## src/common/hpm_pkg.sv

```systemverilog
package hpm_pkg;

  // ----------------------------------------
  // Counter and sample sizing
  // ----------------------------------------
  localparam int unsigned CNT_W     = 64;
  localparam int unsigned NUM_HPM   = 6;
  localparam int unsigned NUM_SLOTS = 7;   // Slot 0 is the cycle counter

  typedef logic [2:0]       slot_idx_t;
  typedef logic [CNT_W-1:0] count_t;

  // ----------------------------------------
  // Events
  // ----------------------------------------
  localparam int unsigned NUM_EVENTS = 16;

  // Code k in 1..NUM_EVENTS counts event line k-1, anything else counts nothing
  typedef logic [4:0] evt_sel_t;

  // Event line indices
  localparam int unsigned EV_ICACHE_MISS = 0;
  localparam int unsigned EV_DCACHE_MISS = 1;
  localparam int unsigned EV_ITLB_MISS   = 2;
  localparam int unsigned EV_DTLB_MISS   = 3;
  localparam int unsigned EV_EXCEPTION   = 4;
  localparam int unsigned EV_ERET        = 5;
  localparam int unsigned EV_MISPREDICT  = 6;
  localparam int unsigned EV_SB_FULL     = 7;
  localparam int unsigned EV_IF_EMPTY    = 8;
  localparam int unsigned EV_STALL       = 9;
  localparam int unsigned EV_SPARE0      = 10;  // Lines 10..15 are spare
  localparam int unsigned EV_SPARE5      = 15;

  // ----------------------------------------
  // Bus and store port
  // ----------------------------------------
  localparam int unsigned APB_AW     = 12;
  localparam int unsigned APB_DW     = 32;
  localparam int unsigned STORE_AW   = 32;
  localparam int unsigned SLOT_BYTES = 8;   // Address stride of stored slots

  // ----------------------------------------
  // Register map, byte offsets
  // ----------------------------------------
  localparam logic [APB_AW-1:0] REG_CYCLE_LO   = 12'h000;
  localparam logic [APB_AW-1:0] REG_CYCLE_HI   = 12'h004;

  // Counter k at base + 8(k-1), lo then hi
  localparam logic [APB_AW-1:0] REG_CNT_BASE   = 12'h010;
  localparam logic [APB_AW-1:0] REG_CNT_END    = 12'h040;

  // Selector k at base + 4(k-1)
  localparam logic [APB_AW-1:0] REG_EVT_BASE   = 12'h040;
  localparam logic [APB_AW-1:0] REG_EVT_END    = 12'h058;

  // Threshold of slot s at base + 8s, lo then hi
  localparam logic [APB_AW-1:0] REG_THR_BASE   = 12'h060;
  localparam logic [APB_AW-1:0] REG_THR_END    = 12'h098;

  localparam logic [APB_AW-1:0] REG_INHIBIT    = 12'h0A0;
  localparam logic [APB_AW-1:0] REG_SAMPLE_CFG = 12'h0A4;
  localparam logic [APB_AW-1:0] REG_STORE_BASE = 12'h0A8;

endpackage

```

## src/common/hpm_cfg_if.sv

```systemverilog
`timescale 1ns/1ps

interface hpm_cfg_if;
  import hpm_pkg::*;

  // Configuration from the register block
  evt_sel_t             evt_sel [NUM_HPM];    // Entry k-1 belongs to counter k
  count_t               threshold [NUM_SLOTS];
  logic [NUM_SLOTS-1:0] inhibit;
  logic [NUM_SLOTS-1:0] sample_mask;
  logic [STORE_AW-1:0]  store_base;

  // Counter write request, one cycle
  logic                 cnt_we;
  slot_idx_t            cnt_idx;
  logic                 cnt_hi;       // Selects the upper half
  logic [APB_DW-1:0]    cnt_wdata;

  // Live counts, slot 0 is the cycle counter
  count_t               counts [NUM_SLOTS];

  modport regs (
    output evt_sel, threshold, inhibit, sample_mask, store_base,
    output cnt_we, cnt_idx, cnt_hi, cnt_wdata,
    input  counts
  );

  modport counters (
    input  evt_sel, inhibit, cnt_we, cnt_idx, cnt_hi, cnt_wdata,
    output counts
  );

  modport sampler (
    input threshold, sample_mask, store_base, counts
  );

endinterface

```

## src/hw/hpm_apb_regs.sv

```systemverilog
`timescale 1ns/1ps

module hpm_apb_regs (
  input  logic                       clk_i,
  input  logic                       rst_ni,
  input  logic                       psel_i,
  input  logic                       penable_i,
  input  logic                       pwrite_i,
  input  logic [hpm_pkg::APB_AW-1:0] paddr_i,
  input  logic [hpm_pkg::APB_DW-1:0] pwdata_i,
  output logic [hpm_pkg::APB_DW-1:0] prdata_o,
  output logic                       pready_o,
  output logic                       pslverr_o,
  hpm_cfg_if.regs                    cfg
);
  import hpm_pkg::*;

  logic                 acc;
  logic                 wr;
  logic                 aligned;
  logic                 hit_cycle, hit_cnt, hit_evt, hit_thr;
  logic                 hit_inh, hit_smp, hit_base;
  logic                 mapped;
  logic [APB_AW-1:0]    cnt_off, evt_off, thr_off;
  slot_idx_t            cnt_sel;      // Counter number 1..6
  logic [2:0]           evt_sel_idx;
  slot_idx_t            thr_sel;
  logic                 hi_half;
  logic [APB_DW-1:0]    rdata;

  evt_sel_t             evt_sel_q [NUM_HPM];
  count_t               thr_q [NUM_SLOTS];
  logic [NUM_SLOTS-1:0] inhibit_q;
  logic [NUM_SLOTS-1:0] sample_mask_q;
  logic [STORE_AW-1:0]  store_base_q;

  assign acc = psel_i & penable_i;     // Access phase, no wait states
  assign wr  = acc & pwrite_i;

  // ----------------------------------------
  // Address decode
  // ----------------------------------------
  assign aligned  = (paddr_i[1:0] == 2'b00);
  assign hi_half  = paddr_i[2];
  assign cnt_off  = paddr_i - REG_CNT_BASE;
  assign evt_off  = paddr_i - REG_EVT_BASE;
  assign thr_off  = paddr_i - REG_THR_BASE;

  assign cnt_sel     = cnt_off[5:3] + 3'd1;
  assign evt_sel_idx = evt_off[4:2];
  assign thr_sel     = thr_off[5:3];

  assign hit_cycle = aligned && (paddr_i == REG_CYCLE_LO || paddr_i == REG_CYCLE_HI);
  assign hit_cnt   = aligned && (paddr_i >= REG_CNT_BASE) && (paddr_i < REG_CNT_END);
  assign hit_evt   = aligned && (paddr_i >= REG_EVT_BASE) && (paddr_i < REG_EVT_END);
  assign hit_thr   = aligned && (paddr_i >= REG_THR_BASE) && (paddr_i < REG_THR_END);
  assign hit_inh   = (paddr_i == REG_INHIBIT);
  assign hit_smp   = (paddr_i == REG_SAMPLE_CFG);
  assign hit_base  = (paddr_i == REG_STORE_BASE);

  assign mapped = hit_cycle | hit_cnt | hit_evt | hit_thr | hit_inh | hit_smp | hit_base;

  // ----------------------------------------
  // Configuration registers
  // ----------------------------------------
  always_ff @(posedge clk_i or negedge rst_ni) begin
    if (!rst_ni) begin
      evt_sel_q     <= '{default: '0};
      thr_q         <= '{default: '0};
      inhibit_q     <= '0;
      sample_mask_q <= '0;
      store_base_q  <= '0;
    end else if (wr) begin
      if (hit_evt) evt_sel_q[evt_sel_idx] <= pwdata_i[4:0];
      if (hit_thr) begin
        if (hi_half) thr_q[thr_sel][CNT_W-1:APB_DW] <= pwdata_i;
        else         thr_q[thr_sel][APB_DW-1:0]     <= pwdata_i;
      end
      if (hit_inh)  inhibit_q     <= pwdata_i[NUM_SLOTS-1:0];
      if (hit_smp)  sample_mask_q <= pwdata_i[NUM_SLOTS-1:0];
      if (hit_base) store_base_q  <= pwdata_i;
    end
  end

  assign cfg.evt_sel     = evt_sel_q;
  assign cfg.threshold   = thr_q;
  assign cfg.inhibit     = inhibit_q;
  assign cfg.sample_mask = sample_mask_q;
  assign cfg.store_base  = store_base_q;

  // Counters live in the counter block, writes land at the end of the access phase
  assign cfg.cnt_we    = wr & hit_cnt;
  assign cfg.cnt_idx   = cnt_sel;
  assign cfg.cnt_hi    = hi_half;
  assign cfg.cnt_wdata = pwdata_i;

  // ----------------------------------------
  // Read path
  // ----------------------------------------
  always_comb begin
    rdata = '0;
    if (hit_cycle) begin
      rdata = hi_half ? cfg.counts[0][CNT_W-1:APB_DW] : cfg.counts[0][APB_DW-1:0];
    end else if (hit_cnt) begin
      rdata = hi_half ? cfg.counts[cnt_sel][CNT_W-1:APB_DW] : cfg.counts[cnt_sel][APB_DW-1:0];
    end else if (hit_evt) begin
      rdata = APB_DW'(evt_sel_q[evt_sel_idx]);
    end else if (hit_thr) begin
      rdata = hi_half ? thr_q[thr_sel][CNT_W-1:APB_DW] : thr_q[thr_sel][APB_DW-1:0];
    end else if (hit_inh) begin
      rdata = APB_DW'(inhibit_q);
    end else if (hit_smp) begin
      rdata = APB_DW'(sample_mask_q);
    end else if (hit_base) begin
      rdata = store_base_q;
    end
  end

  assign prdata_o  = (acc && !pwrite_i) ? rdata : '0;
  assign pready_o  = 1'b1;
  assign pslverr_o = acc & (~mapped | (pwrite_i & hit_cycle));  // Cycle counter is read only

  // Error only in an access phase that follows its setup phase
  a_slverr_access : assert property (@(posedge clk_i) disable iff (!rst_ni)
    pslverr_o |-> penable_i && $past(psel_i && !penable_i))
    else $error("pslverr_o outside an APB access phase");

endmodule

```

## src/flat_wrapper.sv

```systemverilog
// flat-port wrapper written by rule: the top's interface ports become plain ports
module hpm_apb_regs_flat import hpm_pkg::*;
  (clk_i, rst_ni, psel_i, penable_i, pwrite_i, paddr_i, pwdata_i, prdata_o, pready_o, pslverr_o, cfg_evt_sel, cfg_threshold, cfg_inhibit, cfg_sample_mask, cfg_store_base, cfg_cnt_we, cfg_cnt_idx, cfg_cnt_hi, cfg_cnt_wdata, cfg_counts);
  hpm_cfg_if cfg_i ();
  input  logic clk_i;
  input  logic rst_ni;
  input  logic psel_i;
  input  logic penable_i;
  input  logic pwrite_i;
  input  logic [hpm_pkg::APB_AW-1:0] paddr_i;
  input  logic [hpm_pkg::APB_DW-1:0] pwdata_i;
  output logic [hpm_pkg::APB_DW-1:0] prdata_o;
  output logic pready_o;
  output logic pslverr_o;
  output wire logic [$bits(cfg_i.evt_sel)-1:0] cfg_evt_sel;
  output wire logic [$bits(cfg_i.threshold)-1:0] cfg_threshold;
  output wire logic [$bits(cfg_i.inhibit)-1:0] cfg_inhibit;
  output wire logic [$bits(cfg_i.sample_mask)-1:0] cfg_sample_mask;
  output wire logic [$bits(cfg_i.store_base)-1:0] cfg_store_base;
  output wire logic [$bits(cfg_i.cnt_we)-1:0] cfg_cnt_we;
  output wire logic [$bits(cfg_i.cnt_idx)-1:0] cfg_cnt_idx;
  output wire logic [$bits(cfg_i.cnt_hi)-1:0] cfg_cnt_hi;
  output wire logic [$bits(cfg_i.cnt_wdata)-1:0] cfg_cnt_wdata;
  input wire logic [$bits(cfg_i.counts)-1:0] cfg_counts;
  assign cfg_evt_sel = {>>{cfg_i.evt_sel}};
  assign cfg_threshold = {>>{cfg_i.threshold}};
  assign cfg_inhibit = cfg_i.inhibit;
  assign cfg_sample_mask = cfg_i.sample_mask;
  assign cfg_store_base = cfg_i.store_base;
  assign cfg_cnt_we = cfg_i.cnt_we;
  assign cfg_cnt_idx = cfg_i.cnt_idx;
  assign cfg_cnt_hi = cfg_i.cnt_hi;
  assign cfg_cnt_wdata = cfg_i.cnt_wdata;
  assign cfg_i.counts = {>>{cfg_counts}};
  hpm_apb_regs u_core (.clk_i(clk_i), .rst_ni(rst_ni), .psel_i(psel_i), .penable_i(penable_i), .pwrite_i(pwrite_i), .paddr_i(paddr_i), .pwdata_i(pwdata_i), .prdata_o(prdata_o), .pready_o(pready_o), .pslverr_o(pslverr_o), .cfg(cfg_i));
endmodule
```

## config.mk

```make
export PLATFORM = sky130hd
export DESIGN_NAME = hpm_apb_regs_flat
export DESIGN_NICKNAME = d
export VERILOG_FILES = /design/src/common/hpm_pkg.sv /design/src/common/hpm_cfg_if.sv /design/src/hw/hpm_apb_regs.sv /design/src/flat_wrapper.sv
export SDC_FILE = /design/constraint.sdc
export NUM_CORES = 1
export LEC_CHECK = 0
export BUFFER_PORTS_ARGS = -buffer_cell sky130_fd_sc_hd__clkbuf_2
export CAP_MARGIN = 25
export CORE_AREA = 4 4 423 425
export CTS_CLUSTER_DIAMETER = 50
export DETAILED_ROUTE_END_ITERATION = 7
export DIE_AREA = 0 0 427 429
export GPL_TIMING_DRIVEN = 0
export PLACE_DENSITY = 0.4
export SLEW_MARGIN = 30
export SYNTH_ARGS = -nofsm -noshare
export SYNTH_HDL_FRONTEND = slang
export SYNTH_SLANG_ARGS = --single-unit
```

## constraint.sdc

```tcl
create_clock -name clk_i -period 3.18 [get_ports clk_i]
set_input_delay 0.159 -clock clk_i [delete_from_list [all_inputs] [get_ports clk_i]]
set_output_delay 0.159 -clock clk_i [all_outputs]
set_load 0.05 [all_outputs]
```

## Yosys cells after proc, flatten, opt, wreduce, memory -nomap -nowiden

Index checks and enable logic that the tools add are counted.

| cells by class | value |
|---|---|
| $add $sub $neg | 4 |
| bitwise logic cells | 16 |
| reductions and logical operators | 19 |
| magnitude comparators | 11 |
| muxes and demuxes | 30 |
| eq/ne operators | 4 |

Operators by type and width:

| cell | number |
|---|---|
| $bwmux W448 | 2 |
| $mux W448 | 1 |
| $bmux W64 S3 | 2 |
| $demux W64 S3 | 2 |
| $mux W32 | 12 |
| $mux W64 | 5 |
| $eq A12 B8 Y1 const B | 3 |
| $bwmux W30 | 1 |
| $ge A12 B7 Y1 const B | 2 |
| $lt A12 B7 Y1 const B | 2 |
| $bmux W5 S3 | 1 |
| $demux W5 S3 | 1 |
| $mux W5 | 3 |
| $eq A12 B3 Y1 const B | 1 |
| $ge A12 B5 Y1 const B | 1 |
| $ge A4 B4 Y1 const B | 3 |
| $logic_not A12 Y1 | 1 |
| $lt A12 B8 Y1 const B | 1 |
| $not A3 Y4 | 3 |
| $logic_and A1 B1 Y1 | 10 |
| $reduce_and A2 Y1 | 5 |
| $lt A4 B1 Y1 const B | 2 |
| $or A1 B1 Y1 | 7 |
| $sub A6 B5 Y6 const B | 1 |
| other kinds (8) | 12 |

| word-level totals | value |
|---|---|
| logic and storage cells | 100 |
| output and inout bits | 595 |
| input bits | 497 |
| bits in registers | 524 |

## Longest topological paths before layout

| logic depth | value |
|---|---|
| word-level depth | 12 |
| depth in mapped cells | 15 |
| mapped depth without buffers | 9 |

## Worst setup path after synthesis

OpenSTA, ideal clock, no wires.

| timing path | value |
|---|---|
| path kind | input to output |
| start | input port paddr_i[3] in the netlist's numbering |
| end | output port prdata_o[2] in the netlist's numbering |
| arrival time | 4.129 ns |
| slack | -1.108 ns |
| required time | 3.021 ns |
| stages on the path | 13 |
| cell sequence | buf_2 -> buf_4 -> inv_1 -> clkbuf_1 -> clkbuf_1 -> ha_1 -> inv_2 -> clkbuf_1 -> clkbuf_1 -> nor3_1 -> a31oi_1 -> o2111ai_1 -> a21oi_1 |

| between the ends | value |
|---|---|
| elaborated cells on any way between the ends | 45 |
| those cells by class | 4 x add/sub; 6 x order compare; 4 x eq/ne; 19 x mux; 3 x bitwise; 9 x reduce/logical |

RTL lines:

| item | line | source |
|---|---|---|
| from (decl) | flat_wrapper.sv:10 | `input logic [hpm_pkg::APB_AW-1:0] paddr_i;` |
| $sub A6 B5 Y6 | hpm_apb_regs.sv:45 | `assign cnt_off = paddr_i - REG_CNT_BASE;` |
| $add A3 B1 Y3 | hpm_apb_regs.sv:49 | `assign cnt_sel = cnt_off[5:3] + 3'd1;` |
| named net cfg_cnt_idx[0] | flat_wrapper.sv:21 | `output wire logic [$bits(cfg_i.cnt_idx)-1:0] cfg_cnt_idx;` |
| $not A3 Y4 (not written as such) | hpm_apb_regs.sv:105 | `rdata = hi_half ? cfg.counts[cnt_sel][CNT_W-1:APB_DW] : cfg.counts[cnt_sel][APB_DW-1:0];` |
| $bmux W64 S3 | hpm_apb_regs.sv:105 |  |
| $mux W64 (not written as such) (2 in a row) | hpm_apb_regs.sv:105 |  |
| $mux W32 | hpm_apb_regs.sv:105 |  |
| $mux W32 | hpm_apb_regs.sv:104 | `end else if (hit_cnt) begin` |
| $mux W32 | hpm_apb_regs.sv:102 | `if (hit_cycle) begin` |
| $mux W32 | hpm_apb_regs.sv:119 | `assign prdata_o = (acc && !pwrite_i) ? rdata : '0;` |
| to (decl) | flat_wrapper.sv:12 | `output logic [hpm_pkg::APB_DW-1:0] prdata_o;` |

The timed path passes the listed nets, and every way through them passes these cells. The select of a mux whose other input is x is not followed.

## Worst setup path after layout

| timing path | value |
|---|---|
| start | input port paddr_i[2] in the netlist's numbering |
| end | output port prdata_o[26] in the netlist's numbering |

| between the ends | value |
|---|---|
| cells in the longest elaborated chain, start to end | 11 |
| elaborated cells on any way between the ends | 41 |
| those cells by class | 3 x add/sub; 6 x order compare; 4 x eq/ne; 17 x mux; 2 x bitwise; 9 x reduce/logical |

Ends and longest elaborated chain:

| item | line |
|---|---|
| parallel branches: the longest is 9 deep, another holds $sub A6 B5 Y6 | - |
| $mux W32 * | hpm_apb_regs.sv:102 |
| $mux W32 * | hpm_apb_regs.sv:119 |

Every way passes the cells marked *. The select of a mux whose other input is x is not followed.

==> run metrics <==
status=finished, violations left; failing checks=setup timing; Sink Count=about 520; RSZ-0062 raised after global routing=no; num rows=~150; Tot Pwr=0.0217 W; initial antenna violation count=46; final WL=around 270 mm; worst hold slack=between 0.015 and 0.02 ns; H-tree depth=3; fmax=0.307 GHz; critical path class=primary input to primary output; hold crit path type=primary input to asynchronous set/reset pin; # port buffers=~1100; Worst-Skew Late Latency=0.71 ns; RR Endpoint=u_core.cfg.store_base[11]$_DFFE_PN0P_; Post-synth EDFFs=0; GRT Total Usage=0.282; YS warnings=0; layout cell share with drive strength beyond 1=0.645; worst reg2reg startpoint=u_core.cfg.store_base[11]$_DFFE_PN0P_; ranking of synthesized cells by area=dfrtp_1 (45%), mux2_2 (24%), mux2i_1 (5.7%); slew margin rel.=0.349; P_leak=roughly 23 nW; Area Growth Syn to Fin=59.0%; clk buf depth=3; fraction of registers with async set/reset=1.00; Seq/Total Area, Yosys=0.446; Avg Cell Area, Syn=roughly 12 um2; Worst Max-Slew Pin Slew=0.976 ns; CTS Buf Count=88; initial core utilization=0.168; Final Util=0.267; Worst setup SP type=primary input; Yosys top cell area share=0.446; Worst-path clk slew=around 0.06 ns; core area=175000 um2; Setup violations, final=12; Die W=approximately 430 um; die height=429 um; Required @ worst endpoint=roughly 3.0 ns; CP max FO=10; vias in the first global route=between 30000 and 40000; Power Density=463 nW/um2; largest net degree at the start of global routing=75; R2R depth=1; first-pass GRT wire length=335 mm; CTS Root Buffer Type=clkbuf_16; GR Overflow Total=0; Post-synth top flop=dfrtp_1; max-slew violations=0; flops & latches, synth=approximately 520; CTS tree=yes; Peak VDD IR=0.000355 V; maxcap violations=0; Placer Congestion=just over 0.9; Initial DRC Count=3166; Synth area leader=dfrtp_1; Detail Route Antenna Nets=0; clock skew=0 ns; Initial DRT Pass Iterations=6; reg-to-reg slack, setup=between 2 and 2.5 ns; final hold violation count=0; Crit. End Element=primary output; Worst Setup SP=paddr_i[2]; Die Footprint=between 150000 and 200000 um2; Synth Instances=~2500; crit path DAT=roughly 3.1 ns; Detailed Place HPWL=approximately 220 mm; Synth Cell Area=between 20000 and 30000 um2; routed via count=about 30000; Final WS setup=-0.0774 ns; min Tclk post-route=3.26 ns; DRC Markers=0; Final nets=between 4000 and 5000; # IOs=~1100; end of the critical path=prdata_o[26]; vias per cell=around 4.8; post-synthesis net count=just under 3000; TNS Setup=-0.539 ns; Synth cell types=68; drt wl/cell=roughly 43 um; fin crit share=1.02
[critical path: stages]
cell and delay, ns:
clkbuf_2 0.34, buf_4 0.32, clkbuf_2 0.46, clkbuf_4 0.55, clkbuf_2 0.34, buf_12 0.23
o211ai_1 0.12, nand3_1 0.21, a31oi_4 0.11, clkbuf_8 0.20
[placed cells by master (no fill, tap or decap), drive strengths merged, types with 17 or more instances in the layout]
cell and instances:
a22oi 20, nand2 135, o21ai 71, buf 232, dfrtp 524, a221oi 50
o2111ai 17, a221o 24, mux2i 168, nand3 56, diode 27, clkbuf 1333
dlygate4sd3 29, mux4 50, mux2 647, a21oi 124, nor2 106, clkinv 20
a31oi 64
[cell families after synthesis]
family | count (synthesis) | synth area share
AOI/OAI and AO/OA | 467 | 0.108
xor gates and xnor gates | 1 | 0.000298
adders and majority gates | 7 | 0.00298
buffers and inverters | 272 | 0.0474
DFF | 524 | 0.446
muxes | 865 | 0.343
other | 1 | 0.000128
and+or+nand+nor | 342 | 0.0522
[sequential cells by signal, summed over array words and instances, names as in the netlist]
name	count
u_core.cfg.evt_sel	30
u_core.cfg.inhibit	7
u_core.cfg.sample_mask	7
u_core.cfg.store_base	32
u_core.cfg.threshold	448
[metrics by stage]
stage / worst slack, ns / instances / instance area [um2]
after floorplan: 0.00362 / 2479 / 29800
after global placement: -12.23 / 5909 / 38200
after detailed placement: -3.86 / 5936 / 39000
after CTS: -0.175 / 6191 / 46500
after global routing: 0.00128 / 6218 / 46700
final: -0.0774 / 6226 / 46700
[per-layer routing]
metal  vias up  part of all wire  GRT usage
met2      1565              0.48      0.474
met1     15800              0.38      0.329
met4         4             0.065      0.155
li1      12000                 -          -
met5         -           0.00013          0
met3       424             0.074     0.0702
[how the worst min path moves through the flow]
stage,slack (ns),endpoint,from
floorplan,-0.14,u_core.cfg.evt_sel[0]$_DFFE_PN0P_,rst_ni
global placement,0.50,u_core.cfg.threshold[324]$_DFFE_PN0P_,u_core.cfg.threshold[324]$_DFFE_PN0P_
detailed placement,0.22,u_core.cfg.threshold[251]$_DFFE_PN0P_,rst_ni
CTS,0.02,u_core.cfg.threshold[315]$_DFFE_PN0P_,rst_ni
global route,0.03,u_core.cfg.threshold[70]$_DFFE_PN0P_,pwdata_i[6]
finish,0.02,u_core.cfg.threshold[315]$_DFFE_PN0P_,rst_ni
[power by group]
group	internal [W]	leakage, nW	switching [W]
clock network	0.00668	1.56	0.00402
registers	0.00668	7.32	0.00000849
logic	0.00152	13.8	0.00274
total	0.0149	22.7	0.00677
[cells in the mapped netlist, drive strengths merged (6+ instances only)]
cell     count
a211oi       6
a21oi      124
a221o       24
a221oi      50
a22oi       20
a311oi       9
a31oi       64
a32oi        8
and2         6
and3        10
buf        137
clkbuf     129
dfrtp      524
ha           7
mux2       647
mux2i      168
mux4        50
nand2      135
nand3       56
nor2       106
nor2b        9
nor3         7
o2111ai     17
o211ai      16
o21ai       71
o221ai       9
o31a        11
o32ai        9
[repair_timing]
action | CTS | global route
resized for setup | 678 | 29
hold buffers | 29 | 0
cloned | 7 | 2
buffers inserted | 57 | 9
pin swaps | 78 | 15
hold endpoints to repair | 386 | 0
setup endpoints to repair | 402 | 32
[final cells by class]
class | count | area (um2)
well taps | 2340 | 2930
diodes | 27 | 67.6
repair buffers | 1221 | 7820
inverters | 6 | 55.1
clock buffers | 114 | 2460
plain buffers | 262 | 2580
clock inverters | 49 | 776
fillers | 18700 | 129000
multi-input cells | 1683 | 17000
flip-flops and latches | 524 | 13100
Note: power is estimated with default switching activity, not from simulation.
